## src/design/delay_pkg.sv

```systemverilog
package delay_pkg;

   // Stream sideband layout
   localparam int TUSER_WIDTH = 128;
   // Arrival stamp sits in the upper half of tuser
   localparam int TS_LSB = 64;
   localparam int TS_MSB = 127;

   // Free-running time base
   localparam int TIME_WIDTH = 64;

   // Each configuration register
   localparam int CFG_WIDTH = 32;

   // Gate FSM states
   typedef enum logic [1:0] {
      MODULE_HEADER = 2'd0,
      IN_PACKET     = 2'd1,
      DROP          = 2'd2
   } gate_state_t;

   // Register map, address 3 is unused and reads back as zero
   typedef enum logic [1:0] {
      ADDR_DELAY_LENGTH = 2'd0,
      ADDR_DROP_LOOP    = 2'd1,
      ADDR_DROP_COUNT   = 2'd2
   } reg_addr_t;

endpackage

```

## src/design/arrival_stamper.sv

```systemverilog
module arrival_stamper (
   input  logic                              axi_aclk,
   input  logic                              axi_resetn,
   // Slave beat as seen at the input of the FIFO
   input  logic [delay_pkg::TUSER_WIDTH-1:0] s_axis_tuser,
   input  logic                              s_axis_tvalid,
   input  logic                              s_axis_tready,
   input  logic                              s_axis_tlast,
   // Stamped sideband towards FIFO din
   output logic [delay_pkg::TUSER_WIDTH-1:0] stamped_tuser,
   // Current time base for the gate
   output logic [delay_pkg::TIME_WIDTH-1:0]  now
);

   import delay_pkg::*;

   // Beat accepted on the slave side
   logic                  accept;
   // High between first and last beat of a packet
   logic                  in_pkt;
   // Stamp taken on the first beat
   logic [TIME_WIDTH-1:0] stamp_q;

   assign accept = s_axis_tvalid & s_axis_tready;

   // Time base, zero in the first cycle out of reset
   always_ff @(posedge axi_aclk) begin
      if (!axi_resetn) begin
         now <= '0;
      end else begin
         now <= now + 1'b1;
      end
   end

   // Packet tracking
   always_ff @(posedge axi_aclk) begin
      if (!axi_resetn) begin
         in_pkt <= 1'b0;
      end else if (accept) begin
         // last beat closes the packet, any other beat keeps it open
         in_pkt <= ~s_axis_tlast;
      end
   end

   // Hold stamp for the remaining beats
   always_ff @(posedge axi_aclk) begin
      if (accept && !in_pkt) begin
         stamp_q <= now;
      end
   end

   // Replace upper tuser field, lower bits pass unchanged
   always_comb begin
      stamped_tuser = s_axis_tuser;
      // First beat gets the live time base
      stamped_tuser[TS_MSB:TS_LSB] = in_pkt ? stamp_q : now;
   end

endmodule

```

## src/design/packet_fifo.sv

```systemverilog
module packet_fifo #(
   parameter int WIDTH      = 8,
   parameter int DEPTH_BITS = 2
) (
   input  logic             axi_aclk,
   input  logic             axi_resetn,
   input  logic [WIDTH-1:0] din,
   input  logic             wr_en,
   input  logic             rd_en,
   // Head entry, valid whenever not empty
   output logic [WIDTH-1:0] dout,
   output logic             empty,
   output logic             nearly_full
);

   localparam int DEPTH = 2 ** DEPTH_BITS;

   // Storage
   logic [WIDTH-1:0]      mem [DEPTH];
   // Ring pointers
   logic [DEPTH_BITS-1:0] wr_ptr;
   logic [DEPTH_BITS-1:0] rd_ptr;
   // Occupancy, one extra bit to reach DEPTH
   logic [DEPTH_BITS:0]   count;

   // Write side
   always_ff @(posedge axi_aclk) begin
      if (wr_en) begin
         mem[wr_ptr] <= din;
      end
   end

   // Pointer update
   always_ff @(posedge axi_aclk) begin
      if (!axi_resetn) begin
         wr_ptr <= '0;
         rd_ptr <= '0;
      end else begin
         if (wr_en) begin
            wr_ptr <= wr_ptr + 1'b1;
         end
         if (rd_en) begin
            rd_ptr <= rd_ptr + 1'b1;
         end
      end
   end

   // Occupancy count
   always_ff @(posedge axi_aclk) begin
      if (!axi_resetn) begin
         count <= '0;
      end else begin
         case ({wr_en, rd_en})
            // Write only
            2'b10: count <= count + 1'b1;
            // Read only
            2'b01: count <= count - 1'b1;
            // Both or neither leave it unchanged
            default: count <= count;
         endcase
      end
   end

   // Fall-through head, written entry shows up one cycle later
   assign dout  = mem[rd_ptr];
   assign empty = (count == '0);

   // At most one free slot left
   assign nearly_full = (count >= (DEPTH_BITS + 1)'(DEPTH - 1));

endmodule

```

## src/design/delay_gate.sv

```systemverilog
module delay_gate (
   input  logic                              axi_aclk,
   input  logic                              axi_resetn,
   // Time base from the stamper
   input  logic [delay_pkg::TIME_WIDTH-1:0]  now,
   // Head of the FIFO
   input  logic [delay_pkg::TUSER_WIDTH-1:0] head_tuser,
   input  logic                              head_tlast,
   input  logic                              fifo_empty,
   input  logic                              m_axis_tready,
   // Configuration
   input  logic [delay_pkg::CFG_WIDTH-1:0]   delay_length,
   input  logic [delay_pkg::CFG_WIDTH-1:0]   drop_loop,
   input  logic [delay_pkg::CFG_WIDTH-1:0]   drop_count,
   output logic                              rd_en,
   output logic                              m_axis_tvalid
);

   import delay_pkg::*;

   gate_state_t           state;
   gate_state_t           state_next;
   // Drop loop counter
   logic [CFG_WIDTH-1:0]  drop_counter;
   logic [CFG_WIDTH-1:0]  drop_counter_next;
   // Earliest release time of head packet, minus one
   logic [TIME_WIDTH-1:0] release_time;

   // Stamp plus zero-extended delay
   assign release_time = head_tuser[TS_MSB:TS_LSB]
                       + {{(TIME_WIDTH - CFG_WIDTH){1'b0}}, delay_length};

   always_comb begin
      state_next        = state;
      drop_counter_next = drop_counter;
      rd_en             = 1'b0;
      m_axis_tvalid     = 1'b0;

      case (state)
         MODULE_HEADER: begin
            // Wait for the head packet to age past its delay
            if (!fifo_empty && (now > release_time)) begin
               // Drop share of the loop
               if (drop_counter < drop_count) begin
                  state_next = DROP;
               end else begin
                  state_next = IN_PACKET;
               end
               // Counter wraps to drop_loop after zero
               if (drop_counter == '0) begin
                  drop_counter_next = drop_loop;
               end else begin
                  drop_counter_next = drop_counter - 1'b1;
               end
            end
         end

         IN_PACKET: begin
            if (!fifo_empty) begin
               m_axis_tvalid = 1'b1;
               // Pop only on transfer
               if (m_axis_tready) begin
                  rd_en = 1'b1;
                  if (head_tlast) begin
                     state_next = MODULE_HEADER;
                  end
               end
            end
         end

         DROP: begin
            // One beat discarded per cycle
            if (!fifo_empty) begin
               rd_en = 1'b1;
               if (head_tlast) begin
                  state_next = MODULE_HEADER;
               end
            end
         end

         // Unused encoding
         default: state_next = MODULE_HEADER;
      endcase
   end

   always_ff @(posedge axi_aclk) begin
      if (!axi_resetn) begin
         state        <= MODULE_HEADER;
         drop_counter <= '0;
      end else begin
         state        <= state_next;
         drop_counter <= drop_counter_next;
      end
   end

endmodule

```

## src/design/delay_regs.sv

```systemverilog
module delay_regs (
   input  logic                            axi_aclk,
   input  logic                            axi_resetn,
   // Write strobe with address and data
   input  logic                            reg_wr_en,
   input  delay_pkg::reg_addr_t            reg_addr,
   input  logic [delay_pkg::CFG_WIDTH-1:0] reg_wr_data,
   // Combinational read-back
   output logic [delay_pkg::CFG_WIDTH-1:0] reg_rd_data,
   // Register values to the gate
   output logic [delay_pkg::CFG_WIDTH-1:0] delay_length,
   output logic [delay_pkg::CFG_WIDTH-1:0] drop_loop,
   output logic [delay_pkg::CFG_WIDTH-1:0] drop_count
);

   import delay_pkg::*;

   // Register writes, visible next cycle
   always_ff @(posedge axi_aclk) begin
      if (!axi_resetn) begin
         delay_length <= '0;
         drop_loop    <= '0;
         drop_count   <= '0;
      end else if (reg_wr_en) begin
         case (reg_addr)
            ADDR_DELAY_LENGTH: delay_length <= reg_wr_data;
            ADDR_DROP_LOOP:    drop_loop    <= reg_wr_data;
            ADDR_DROP_COUNT:   drop_count   <= reg_wr_data;
            // Unused address, write ignored
            default: ;
         endcase
      end
   end

   // Address decode for read-back
   always_comb begin
      case (reg_addr)
         ADDR_DELAY_LENGTH: reg_rd_data = delay_length;
         ADDR_DROP_LOOP:    reg_rd_data = drop_loop;
         ADDR_DROP_COUNT:   reg_rd_data = drop_count;
         // Unused address reads as zero
         default:           reg_rd_data = '0;
      endcase
   end

endmodule

```

## src/design/packet_delay_top.sv

```systemverilog
module packet_delay_top #(
   parameter int DATA_WIDTH      = 64,
   parameter int FIFO_DEPTH_BITS = 2
) (
   input  logic                              axi_aclk,
   input  logic                              axi_resetn,
   // Slave stream
   input  logic [DATA_WIDTH-1:0]             s_axis_tdata,
   input  logic [DATA_WIDTH/8-1:0]           s_axis_tstrb,
   input  logic [delay_pkg::TUSER_WIDTH-1:0] s_axis_tuser,
   input  logic                              s_axis_tvalid,
   output logic                              s_axis_tready,
   input  logic                              s_axis_tlast,
   // Master stream
   output logic [DATA_WIDTH-1:0]             m_axis_tdata,
   output logic [DATA_WIDTH/8-1:0]           m_axis_tstrb,
   output logic [delay_pkg::TUSER_WIDTH-1:0] m_axis_tuser,
   output logic                              m_axis_tvalid,
   input  logic                              m_axis_tready,
   output logic                              m_axis_tlast,
   // Register port
   input  logic                              reg_wr_en,
   input  delay_pkg::reg_addr_t              reg_addr,
   input  logic [delay_pkg::CFG_WIDTH-1:0]   reg_wr_data,
   output logic [delay_pkg::CFG_WIDTH-1:0]   reg_rd_data
);

   import delay_pkg::*;

   // Packed beat: last, tuser, tstrb, tdata
   localparam int FIFO_WIDTH = DATA_WIDTH + TUSER_WIDTH + DATA_WIDTH / 8 + 1;

   logic [TUSER_WIDTH-1:0] stamped_tuser;
   logic [TIME_WIDTH-1:0]  now;
   logic                   fifo_wr_en;
   logic                   fifo_rd_en;
   logic                   fifo_empty;
   logic                   fifo_nearly_full;
   logic [CFG_WIDTH-1:0]   delay_length;
   logic [CFG_WIDTH-1:0]   drop_loop;
   logic [CFG_WIDTH-1:0]   drop_count;

   // Ready while the FIFO has room
   assign s_axis_tready = ~fifo_nearly_full;
   assign fifo_wr_en    = s_axis_tvalid & s_axis_tready;

   arrival_stamper arrival_stamper_inst (
      .axi_aclk      (axi_aclk),
      .axi_resetn    (axi_resetn),
      .s_axis_tuser  (s_axis_tuser),
      .s_axis_tvalid (s_axis_tvalid),
      .s_axis_tready (s_axis_tready),
      .s_axis_tlast  (s_axis_tlast),
      .stamped_tuser (stamped_tuser),
      .now           (now)
   );

   // FIFO head feeds the master stream directly
   packet_fifo #(
      .WIDTH      (FIFO_WIDTH),
      .DEPTH_BITS (FIFO_DEPTH_BITS)
   ) packet_fifo_inst (
      .axi_aclk    (axi_aclk),
      .axi_resetn  (axi_resetn),
      .din         ({s_axis_tlast, stamped_tuser, s_axis_tstrb, s_axis_tdata}),
      .wr_en       (fifo_wr_en),
      .rd_en       (fifo_rd_en),
      .dout        ({m_axis_tlast, m_axis_tuser, m_axis_tstrb, m_axis_tdata}),
      .empty       (fifo_empty),
      .nearly_full (fifo_nearly_full)
   );

   delay_gate delay_gate_inst (
      .axi_aclk      (axi_aclk),
      .axi_resetn    (axi_resetn),
      .now           (now),
      .head_tuser    (m_axis_tuser),
      .head_tlast    (m_axis_tlast),
      .fifo_empty    (fifo_empty),
      .m_axis_tready (m_axis_tready),
      .delay_length  (delay_length),
      .drop_loop     (drop_loop),
      .drop_count    (drop_count),
      .rd_en         (fifo_rd_en),
      .m_axis_tvalid (m_axis_tvalid)
   );

   delay_regs delay_regs_inst (
      .axi_aclk     (axi_aclk),
      .axi_resetn   (axi_resetn),
      .reg_wr_en    (reg_wr_en),
      .reg_addr     (reg_addr),
      .reg_wr_data  (reg_wr_data),
      .reg_rd_data  (reg_rd_data),
      .delay_length (delay_length),
      .drop_loop    (drop_loop),
      .drop_count   (drop_count)
   );

endmodule

```

## config.mk

```make
export PLATFORM = sky130hd
export DESIGN_NAME = packet_delay_top
export DESIGN_NICKNAME = d
export VERILOG_FILES = /design/src/design/delay_pkg.sv /design/src/design/arrival_stamper.sv /design/src/design/packet_fifo.sv /design/src/design/delay_gate.sv /design/src/design/delay_regs.sv /design/src/design/packet_delay_top.sv
export SDC_FILE = /design/constraint.sdc
export NUM_CORES = 1
export LEC_CHECK = 0
export BUFFER_PORTS_ARGS = -buffer_cell sky130_fd_sc_hd__buf_4
export CAP_MARGIN = 20
export CORE_MARGIN = 3
export CORE_UTILIZATION = 50
export CTS_BUF_LIST = sky130_fd_sc_hd__clkbuf_8
export CTS_CLUSTER_DIAMETER = 60
export CTS_CLUSTER_SIZE = 20
export DETAILED_ROUTE_END_ITERATION = 7
export GPL_ROUTABILITY_DRIVEN = 0
export PLACE_DENSITY_LB_ADDON = 0.12
export SYNTH_ARGS = -nofsm -noshare
export SYNTH_HDL_FRONTEND = slang
export SYNTH_SLANG_ARGS = --single-unit
```

## constraint.sdc

```tcl
create_clock -name axi_aclk -period 10.1 [get_ports axi_aclk]
set_input_delay 2.02 -clock axi_aclk [delete_from_list [all_inputs] [get_ports axi_aclk]]
set_output_delay 2.02 -clock axi_aclk [all_outputs]
set_load 0.005 [all_outputs]
```

* Word level (Yosys, flattened, before mapping)
Memories as Yosys holds them, arrays and structs flattened. A register that Yosys moved wholly into a read port is not among the register bits.
Index checks and enable logic that the tools add are counted.
** Word-level totals
- Input bits :: 240
- Output and inout port bits :: 235
- Logic and storage cells :: 69
- Memory bits (writable) :: 804
- Memories :: 1
- Bits in registers :: 266
** Memories
- packet_fifo_inst.mem :: words 4, width 201, read ports 1, clocked after memory_dff 1, write ports 1, line packet_fifo.sv:19 : logic [WIDTH-1:0] mem [DEPTH];
** Cells by class
- Order comparisons :: 3
- Bitwise logic cells :: 3
- Muxes and demuxes :: 20
- Add/sub/neg operators :: 7
- Equality and inequality tests :: 10
- Reduce and logical (&&, ||, !) cells :: 14
** Operators by type and width (count)
- $pmux W32 S3 :: 1
- $add A64 B1 Y64 const B :: 1
- $add A64 B32 Y64 :: 1
- $gt A64 B64 Y1 :: 1
- $mux W64 :: 1
- $logic_not A32 Y1 :: 1
- $lt A32 B32 Y1 :: 1
- $mux W32 :: 1
- $sub A32 B1 Y32 const B :: 1
- $mux W2 :: 8
- $reduce_and A2 Y1 :: 4
- $eq A2 B1 Y1 const B :: 3
- $eq A2 B2 Y1 const B :: 3
- $mux W1 :: 6
- $ne A2 B2 Y1 const B :: 3
- $pmux W2 S3 :: 1
- $pmux W3 S2 :: 1
- $add A2 B1 Y2 const B :: 2
- $logic_not A2 Y1 :: 2
- $reduce_and A4 Y1 :: 1
- $add A3 B1 Y3 const B :: 1
- $ge A3 B2 Y1 const B :: 1
- $logic_not A3 Y1 :: 1
- $sub A3 B1 Y3 const B :: 1
- 7 further kinds :: 10

* Depth between registers and ports, before layout
Gate-level depths: netlist (run 1).
- Depth after elaboration :: 5
- Gate-level depth with buffers :: 30
- Depth with buffers taken out :: 21

* By module
Synthesis (run 1) repeated with hierarchy kept, for this count alone.
** Unflattened totals
- Cell total of the unflattened synthesis :: 3022
- Area, all modules :: 47008.8 µm²
** By module, submodules not included
- packet_fifo :: area each 29667.2 µm², times used 1, seq. area each 24323.3 µm², cells an instance 1096
- delay_gate :: area each 6759.0 µm², times used 1, seq. area each 680.7 µm², cells an instance 928
- arrival_stamper :: area each 6284.8 µm², times used 1, seq. area each 3223.1 µm², cells an instance 570
- delay_regs :: area each 4287.9 µm², times used 1, seq. area each 1921.8 µm², cells an instance 426
- packet_delay_top :: area each 10.0 µm², times used 1, seq. area each 0.0 µm², cells an instance 2

* Least setup slack after synthesis (run 1)
No wires, ideal clock.
- Path kind :: input to register
- Start point :: input s_axis_tvalid
- End point :: memory packet_fifo_inst.mem[0][0] (netlist bit), enable pin
- Arrival :: 6.662 ns
- Required time :: 9.512 ns
- Stages on the path :: 1
- Slack :: 2.850 ns
- Library setup time :: 0.588 ns
- Path through :: and3_1
** On the way
- Word-level cells in the longest chain between the ends :: 3
** RTL lines
- start: declaration :: line packet_delay_top.sv:11 : input logic s_axis_tvalid,
- $and A1 B1 Y1 :: line packet_delay_top.sv:45 : assign fifo_wr_en = s_axis_tvalid & s_axis_tready;
- $mux W1 :: line packet_fifo.sv:28 : if (wr_en) begin
- $mux W1 (not written as such) :: line packet_fifo.sv:29 : mem[wr_ptr] <= din;
- end: declaration :: line packet_fifo.sv:19
No other way between the ends.

==> impl_results.md, run 1 <==
- Syn nets: 3,392
- # rows: between 100 and 150
- Top post-synthesis cells by area: edfxtp_1 (57%), mux4_2 (10%), dfxtp_1 (9.0%), ha_1 (3.8%), nand2_1 (2.9%)
- Crit path kind: reg2reg
- Power after layout: between 8 and 9 mW
- CP max FO: 56
- DIE AREA: between 0.09 and 0.1 mm^2
- Worst Skew: approximately 47 ps
- Synth Warn #: 0
- Synthesized area: 0.0453 mm^2
- Layout area overhead: 13.6%
- Core area: roughly 0.089 mm^2
- Share of cells above drive strength 1: between 20 and 30%
- Skew-Pair Late Insertion Delay: ~740 ps
- Max-Cap Viols: 0
- Slack of the critical path: roughly 2500 ps
- Pin count of the biggest net entering global routing: 149
- Synth Register Bits: between 1,000 and 1,500
- Hold crit path type: reg2reg
- Post-synth top area share: a little under three fifths
- Cell Pwr Density: approximately 160 mW/mm^2
- Leakage Power: roughly 18 nW
- Post-synth EDFFs: 868
- Max-slew violation count: 0
- Crit path capture type: flip-flop
- Root Driver: clkbuf_8
- Clock-pin slew on the worst setup and hold paths: between 100 and 150 ps
- Startpoint Class: flip-flop
- Clock Path Buffers: 3
- Clock Sinks: ~1,100
- Post-synthesis sequential area ratio: 66.5%
- FF-to-FF End: delay_gate_inst.drop_counter[0]
- Hpwl dp: approximately 70,000 um
- Status: complete, no violations
- Avg WL per Cell: between 20 and 25 um
- CTS tree: yes
- Worst Setup EP: delay_gate_inst.drop_counter[0]
- IO Pins: between 400 and 500
- First drt pass iteration count: 6
- R2r setup slk: ~2500 ps
- Critical path arrival: 8240 ps
- Total track usage: about 22%
- RSZ-0062 raised after global routing: false
- Actual slew at the worst max-slew pin: 1070 ps
- Post-route ant nets: 0
- Initial antenna violation count: 3
- Final setup fails: 0
- Gr ovfl total: 0
- Fin crit share: around three quarters
- Initial core utilization: roughly 51%
- Required @ worst endpoint: 10,700 ps
- Die H: just over 300 um
- Final hold vios: 0
- Max Clk Rate: about 130 MHz
- Post-synth top flop: edfxtp_1
- Hold bufs inserted after CTS: 0
- Global-route wire length before repair: between 150,000 and 200,000 um
- Chip width: around 310 um
- Cts repair resizes: 0
- H-tree depth: 3
- Slew headroom: 28.8%
- Vias per std cell: just under 6
- Post-synth cell types: slightly above 70
- Async S/R FF share, synth: 0%
- DRT Wirelength: between 100,000 and 150,000 um
- Post-CTS setup buffer count: 0
- Vias in the first global route: about 27,000
- Fin crit period: 7640 ps
- Largest area contributor in the netlist: edfxtp_1
- Drc violations: 0
- Syn_area_per_cell: between 15 and 20 um^2
- Setup TNS: 0 ps
- Num CTS Buffers: 84
- DRT iter0 DRCs: roughly 2,000
- Post-place setup slack: approximately 2400 ps
- Worst Reg-to-Reg Cells: 22
- Vias: roughly 27,000
- Port bufs: 410
- Final net count: 3,782
- Max IR drop VDD: between 0.1 and 0.15 mV
- Mapped Cells: 3,012
-- worst max-delay path: stages, from the launching register on --
cell and delay, ps:
dfxtp_4 890, buf_4 610, mux4_2 630, ha_1 380, nand2_1 130, nor2_1 120, o211ai_1 180, a21oi_1 360
a32oi_1 270, o31ai_2 390, buf_4 310, nor3b_1 270, xnor2_1 170, ha_1 280, and4_1 160, and4_1 250
a22oi_1 170, o211ai_1 280, a2111o_1 470, nand2_1 100, buf_4 480, o21ai_0 180, a311o_1 280
-- synth_stat cells (5+ instances only) --
cell and instances:
a21oi_1 219, o32ai_1 9, and3_1 27, nand2b_1 9, mux2_2 56, buf_2 29, and4_1 16, dfxtp_1 204
ha_1 138, o21ai_0 109, a211oi_1 8, xnor2_1 49, a31oi_1 5, clkbuf_1 86, nor3b_1 6, mux4_2 201
inv_1 65, buf_6 6, a211o_1 5, or3_1 21, o221a_2 5, nor2_1 134, nand2_1 353, nand4_1 34
buf_1 10, and2_1 8, o211ai_1 17, a21o_1 18, edfxtp_1 868, nor4_1 19, o21bai_1 6, nand3_1 63
nor2b_1 11, mux2i_1 34, nor3_1 30, o311ai_0 5, xor2_1 58
-- per-layer routing --
metal	vias up	share of wire [%]	track usage [%]
met1	13543	41	28.8
met3	148	8.1	6.16
li1	12359	-	-
met4	0	2.7	6.64
met2	843	49	36.9
met5	-	0	0
-- layout make-up --
type | count | area [um^2]
clock inverter | 64 | 714
antenna | 2 | 5.00
inverter | 66 | 250
tap | 1165 | 1460
timing repair buffer | 438 | 3340
multi-input combinational | 1740 | 14400
clock buffer | 85 | 1170
fill | 7084 | 37700
sequential | 1072 | 30200
-- flip-flops by register name (all words and copies together) (netlist names), named ones only --
signal / flops
delay_regs_inst.drop_count: 32
delay_gate_inst.drop_counter: 32
arrival_stamper_inst.stamp_q: 64
delay_regs_inst.delay_length: 32
arrival_stamper_inst.in_pkt: 1
delay_regs_inst.drop_loop: 32
packet_fifo_inst.mem: 804
packet_fifo_inst.rd_ptr: 2
packet_fifo_inst.wr_ptr: 2
arrival_stamper_inst.now: 64
packet_fifo_inst.count: 3
delay_gate_inst.state: 2
-- stage by stage --
stage | cell area [um^2] | std cells | utilization [%] | hold slack, ps
5_1_grt | 51500 | 4632 | 57.7 | 501
3_3_place_gp | 49600 | 4480 | 55.6 | 460
3_5_place_dp | 49600 | 4480 | 55.6 | 468
4_1_cts | 51500 | 4629 | 57.7 | 483
2_1_floorplan | 45300 | 3012 | - | 435
6_report | 51500 | 4632 | 57.7 | 483
-- power breakdown --
group	switching, mW	internal, mW
logic	0.438	0.319
clock network	1.55	1.01
registers	0.0577	4.99
total	2.05	6.32
-- logic make-up after synthesis --
logic type	share of synthesized area (%)
compound gates	5.73
buf+inv	1.86
fa+ha+maj	3.90
flops	66.5
simple gates	7.83
mux	12.1
xor+xnor	2.07
-- cells in the final DEF, fill, tap and decap left out, drive strengths merged, types with 11 or more instances in the layout --
cell / n
a21o: 18
a21oi: 220
and3: 27
and4: 16
buf: 438
clkbuf: 85
clkinv: 25
dfxtp: 204
edfxtp: 868
ha: 138
inv: 92
mux2: 56
mux2i: 34
mux4: 201
nand2: 353
nand3: 63
nand4: 34
nor2: 134
nor2b: 11
nor3: 32
nor4: 24
o211ai: 17
o21ai: 111
or3: 21
xnor2: 49
xor2: 58
-- worst min-delay path by stage --
stage,from,end,slack [ps],cells past startpoint
2_1_floorplan,arrival_stamper_inst.now[7],arrival_stamper_inst.stamp_q[7],430,0
3_3_place_gp,arrival_stamper_inst.now[0],arrival_stamper_inst.now[0],460,1
3_5_place_dp,delay_regs_inst.drop_count[18],delay_regs_inst.drop_count[18],470,2
4_1_cts,delay_regs_inst.drop_count[24],delay_regs_inst.drop_count[24],480,2
5_1_grt,delay_regs_inst.drop_count[13],delay_regs_inst.drop_count[13],500,2
6_report,delay_regs_inst.drop_count[9],delay_regs_inst.drop_count[9],480,2
(Power assumes the default switching activity.)
==> run 2: changes to the inputs <==
ABC_AREA = 1   (was default)
clock period = 7.9 ns   (was 10.1 ns; I/O delays follow)
==> run 2 against run 1 <==
- first-iteration DRC count up 67%
- combinational power rose by 32%
- via count rose by 28%
- cell count up 34%
- power grew 29%
- sequential share of layout area shrank 2.6 points
- flip-flop and latch count is the same
- worst hold slack worse by 1.5 ps
- sequential power grew 28%
- critical endpoint is now delay_gate_inst.drop_counter[22]
- count of clock-buffer cells in the layout rose by 5
==> impl_results.md, run 2 <==
- # fillers: 8,124 (+15%)
- RSZ-0062 raised after global routing: false
- Drc violations: 0 (unchanged)
- Clock Sinks: 1,072 (unchanged)
- Worst Skew: 49.9 ps (+2.97 ps)
- Cell Pwr Density: 201 mW/mm^2 (+24%)
- Fin crit share: 84.3% (+8.7 points)
- Largest registers: packet_fifo_inst.mem x804, arrival_stamper_inst.now x64, arrival_stamper_inst.stamp_q x64
- Cell with the most instances after synthesis: edfxtp_1
- Power after layout: 10.8 mW (+29%)
- Max Clk Rate: 150 MHz (+15%)
- Crit path kind: reg2reg
- Actual slew at the worst max-slew pin: 1080 ps (+11.2 ps)
- Port bufs: 410 (unchanged)
- Leakage Power: 20.0 nW (+13%)
- Vias: 34,553 (+28%)
- Root Driver: clkbuf_8
- Hold crit path type: reg2reg
- Post-synth EDFFs: 868 (unchanged)
- Synth Register Bits: 1,072 (unchanged)
- Global-route wire length before repair: 191,000 um (+18%)
- Hpwl dp: 84,700 um (+23%)
- H-tree depth: 3 (unchanged)
- Share of cells above drive strength 1: 13.8% (-11 points)
- Max IR drop VDD: 0.131 mV (+0.44%)
- Most frequent cells in the layout: edfxtp_1 (868), nor2_1 (650), nand2_1 (639)
- Worst Reg-to-Reg Cells: 26 (+18%)
- Critical path arrival: 7300 ps (-940 ps)
- Total track usage: 25.1% (+2.8 points)
- Post-synth cell types: 59 (-17%)
- Async S/R FF share, synth: 0% (unchanged)
- Syn nets: 4,926 (+45%)
- Layout area overhead: 13.1%
- DRT Wirelength: 128,000 um (+21%)
- Max-Cap Viols: 0 (unchanged)
- Largest register FFs: 804 (unchanged)
- Chip width: 315 um (+2.4%)
- Final instance area: 0.0538 mm^2 (+4.6%)
- IO Pins: 475 (unchanged)
- Pin count of the biggest net entering global routing: 175 (+17%)
- Slew headroom: 28.1% (-0.75 points)
- Hold bufs inserted after CTS: 0 (unchanged)
- Synth Warn #: 0 (unchanged)
- Post-CTS setup buffer count: 0 (unchanged)
- Core area: 0.0939 mm^2 (+5.3%)
- Cts repair resizes: 0 (unchanged)
- Vias in the first global route: 31,535 (+16%)
- CTS tree: yes
- DP Area: 0.0518 mm^2 (+4.5%)
- Num CTS Buffers: 86 (+2.4%)
- # rows: 112 (+2.8%)
- Required @ worst endpoint: 8540 ps (-2160 ps)
- DRT iter0 DRCs: 3,308 (+67%)
- Worst Hold Path EP: delay_regs_inst.drop_loop[29]
- Hold Crit Depth: 2 (unchanged)
- Avg WL per Cell: 20.6 um (-9.9%)
- Largest reg by FF count: packet_fifo_inst.mem
- Post-synthesis sequential area ratio: 63.3% (-3.2 points)
- Synthesized area: 0.0476 mm^2 (+5.0%)
- Post-route ant nets: 0 (unchanged)
- Vias per std cell: 5.57 (-4.0%)
- HP Start: delay_regs_inst.drop_loop[29]
- Final hold vios: 0 (unchanged)
- Mapped Cells: 4,546 (+51%)
- Final setup fails: 0 (unchanged)
- First drt pass iteration count: 6 (unchanged)
- Post-synth top cells: edfxtp_1 (868), nor2_1 (656), nand2_1 (640)
- Initial core utilization: 50.7% (-0.13 points)
- Largest area contributor in the netlist: edfxtp_1
- Top post-synthesis cells by area: edfxtp_1 (55%), dfxtp_1 (8.6%), o21ai_0 (6.4%), nor2_1 (5.2%), nand2_1 (5.0%)
- Crit path capture type: flip-flop
- Clock Path Buffers: 3 (unchanged)
- Skew-Pair Late Insertion Delay: 770 ps (+30 ps)
- Post-synth top flop: edfxtp_1
- Status: complete, no violations
- Syn_area_per_cell: 10.5 um^2 (-30%)
- Clock-pin slew on the worst setup and hold paths: 120 ps (about the same)
- CP max FO: 90 (+61%)
- Die H: 315 um (+2.4%)
- Most common cell after layout, fill and taps aside: edfxtp_1
- Initial antenna violation count: 5 (+2)
- Max-slew violation count: 0 (unchanged)
- DIE AREA: 0.0990 mm^2 (+4.9%)
- FF-to-FF End: delay_gate_inst.drop_counter[22]
- R2r setup slk: 1240 ps (-1220 ps)
- Post-synth top area share: 54.8% (-2.7 points)
- Fin crit period: 6660 ps (-979 ps)
- Startpoint Class: flip-flop
- Final net count: 5,256 (+39%)
- Gr ovfl total: 0 (unchanged)
==> run 2: cell count changes after synthesis, sizes merged, moves of 83 or more <==
cell and delta:
nand2 +302, o22ai +176, o21ai +506, nor2 +542, mux4 -201, inv +257
clkbuf +83
==> run 2: power by group <==
| part | leakage (nW) | internal, mW | switching [mW] |
|---|---|---|---|
| clock | 0.995 | 1.33 | 2.06 |
| sequential | 9.73 | 6.37 | 0.0731 |
| combinational | 9.26 | 0.358 | 0.644 |
==> run 2: critical path: stages, from the launching register on <==
cell and delay [ps]:
dfxtp_4 690, buf_12 360, nand2_1 90, a32oi_1 580, inv_1 150, fa_1 480
nand3b_1 180, nand2_1 160, a21oi_1 120, o21ai_0 400, nand2_1 100, nand2_1 200
a21oi_1 190, inv_1 170, nand2_1 90, xor2_1 150, ha_1 290, nand4_1 150
nor3_1 310, and3b_1 200, nand2_1 50, nand2_1 190, nand3_1 160, inv_1 720
nand2_1 120, nand2_1 100, a21oi_1 40
==> run 2: layout make-up <==
class                      instances  area, um^2  share of cell area, %
sequential                      1072       30200                   56.0
multi-input combinational       2945       15400                   28.7
timing repair buffer             448        3460                   6.43
tap                             1254        1570                   2.91
clock buffer                      90        1240                   2.30
inverter                         323        1230                   2.28
clock inverter                    64         733                   1.36
antenna                            5        12.5                 0.0232
==> run 2: stage by stage <==
stage | TNS, ps | setup WS, ps | hold WS (ps) | instances | util [%]
final | 0 | 1240 | 482 | 6201 | 57.3
after CTS | 0 | 1270 | 486 | 6195 | 57.3
after detailed placement | 0 | 1300 | 468 | 6041 | 55.2
after floorplan | -2453050 | -3050 | 437 | 4546 | -
after global placement | 0 | 1390 | 460 | 6041 | 55.2
after global routing | 0 | 614 | 493 | 6200 | 57.3
==> run 2: logic make-up after synthesis <==
kind of cell,Yosys count,share of synthesized area (%)
flops,1072,63.3
compound gates,1124,13.1
simple gates,1597,14.0
xor+xnor,84,1.55
buf+inv,529,4.36
fa+ha+maj,140,3.71
==> run 2: worst max path at each step <==
stage                                            end  slack, ps          start
finish              delay_gate_inst.drop_counter[22]       1240      flip-flop
global route        delay_gate_inst.drop_counter[11]        610      flip-flop
CTS                  delay_gate_inst.drop_counter[2]       1270      flip-flop
detailed placement   delay_gate_inst.drop_counter[2]       1300      flip-flop
global placement    delay_gate_inst.drop_counter[10]       1390      flip-flop
floorplan                 packet_fifo_inst.mem[0][0]      -3050  s_axis_tvalid
==> run 2: layer usage <==
layer | track usage, % | wire length [um] | vias to the layer above
li1 | - | - | 16654
met4 | 7.36 | 3220 | 2
met1 | 36.2 | 56900 | 16695
met3 | 3.80 | 8790 | 164
met2 | 39.5 | 58900 | 1038
met5 | 0 | 13 | -
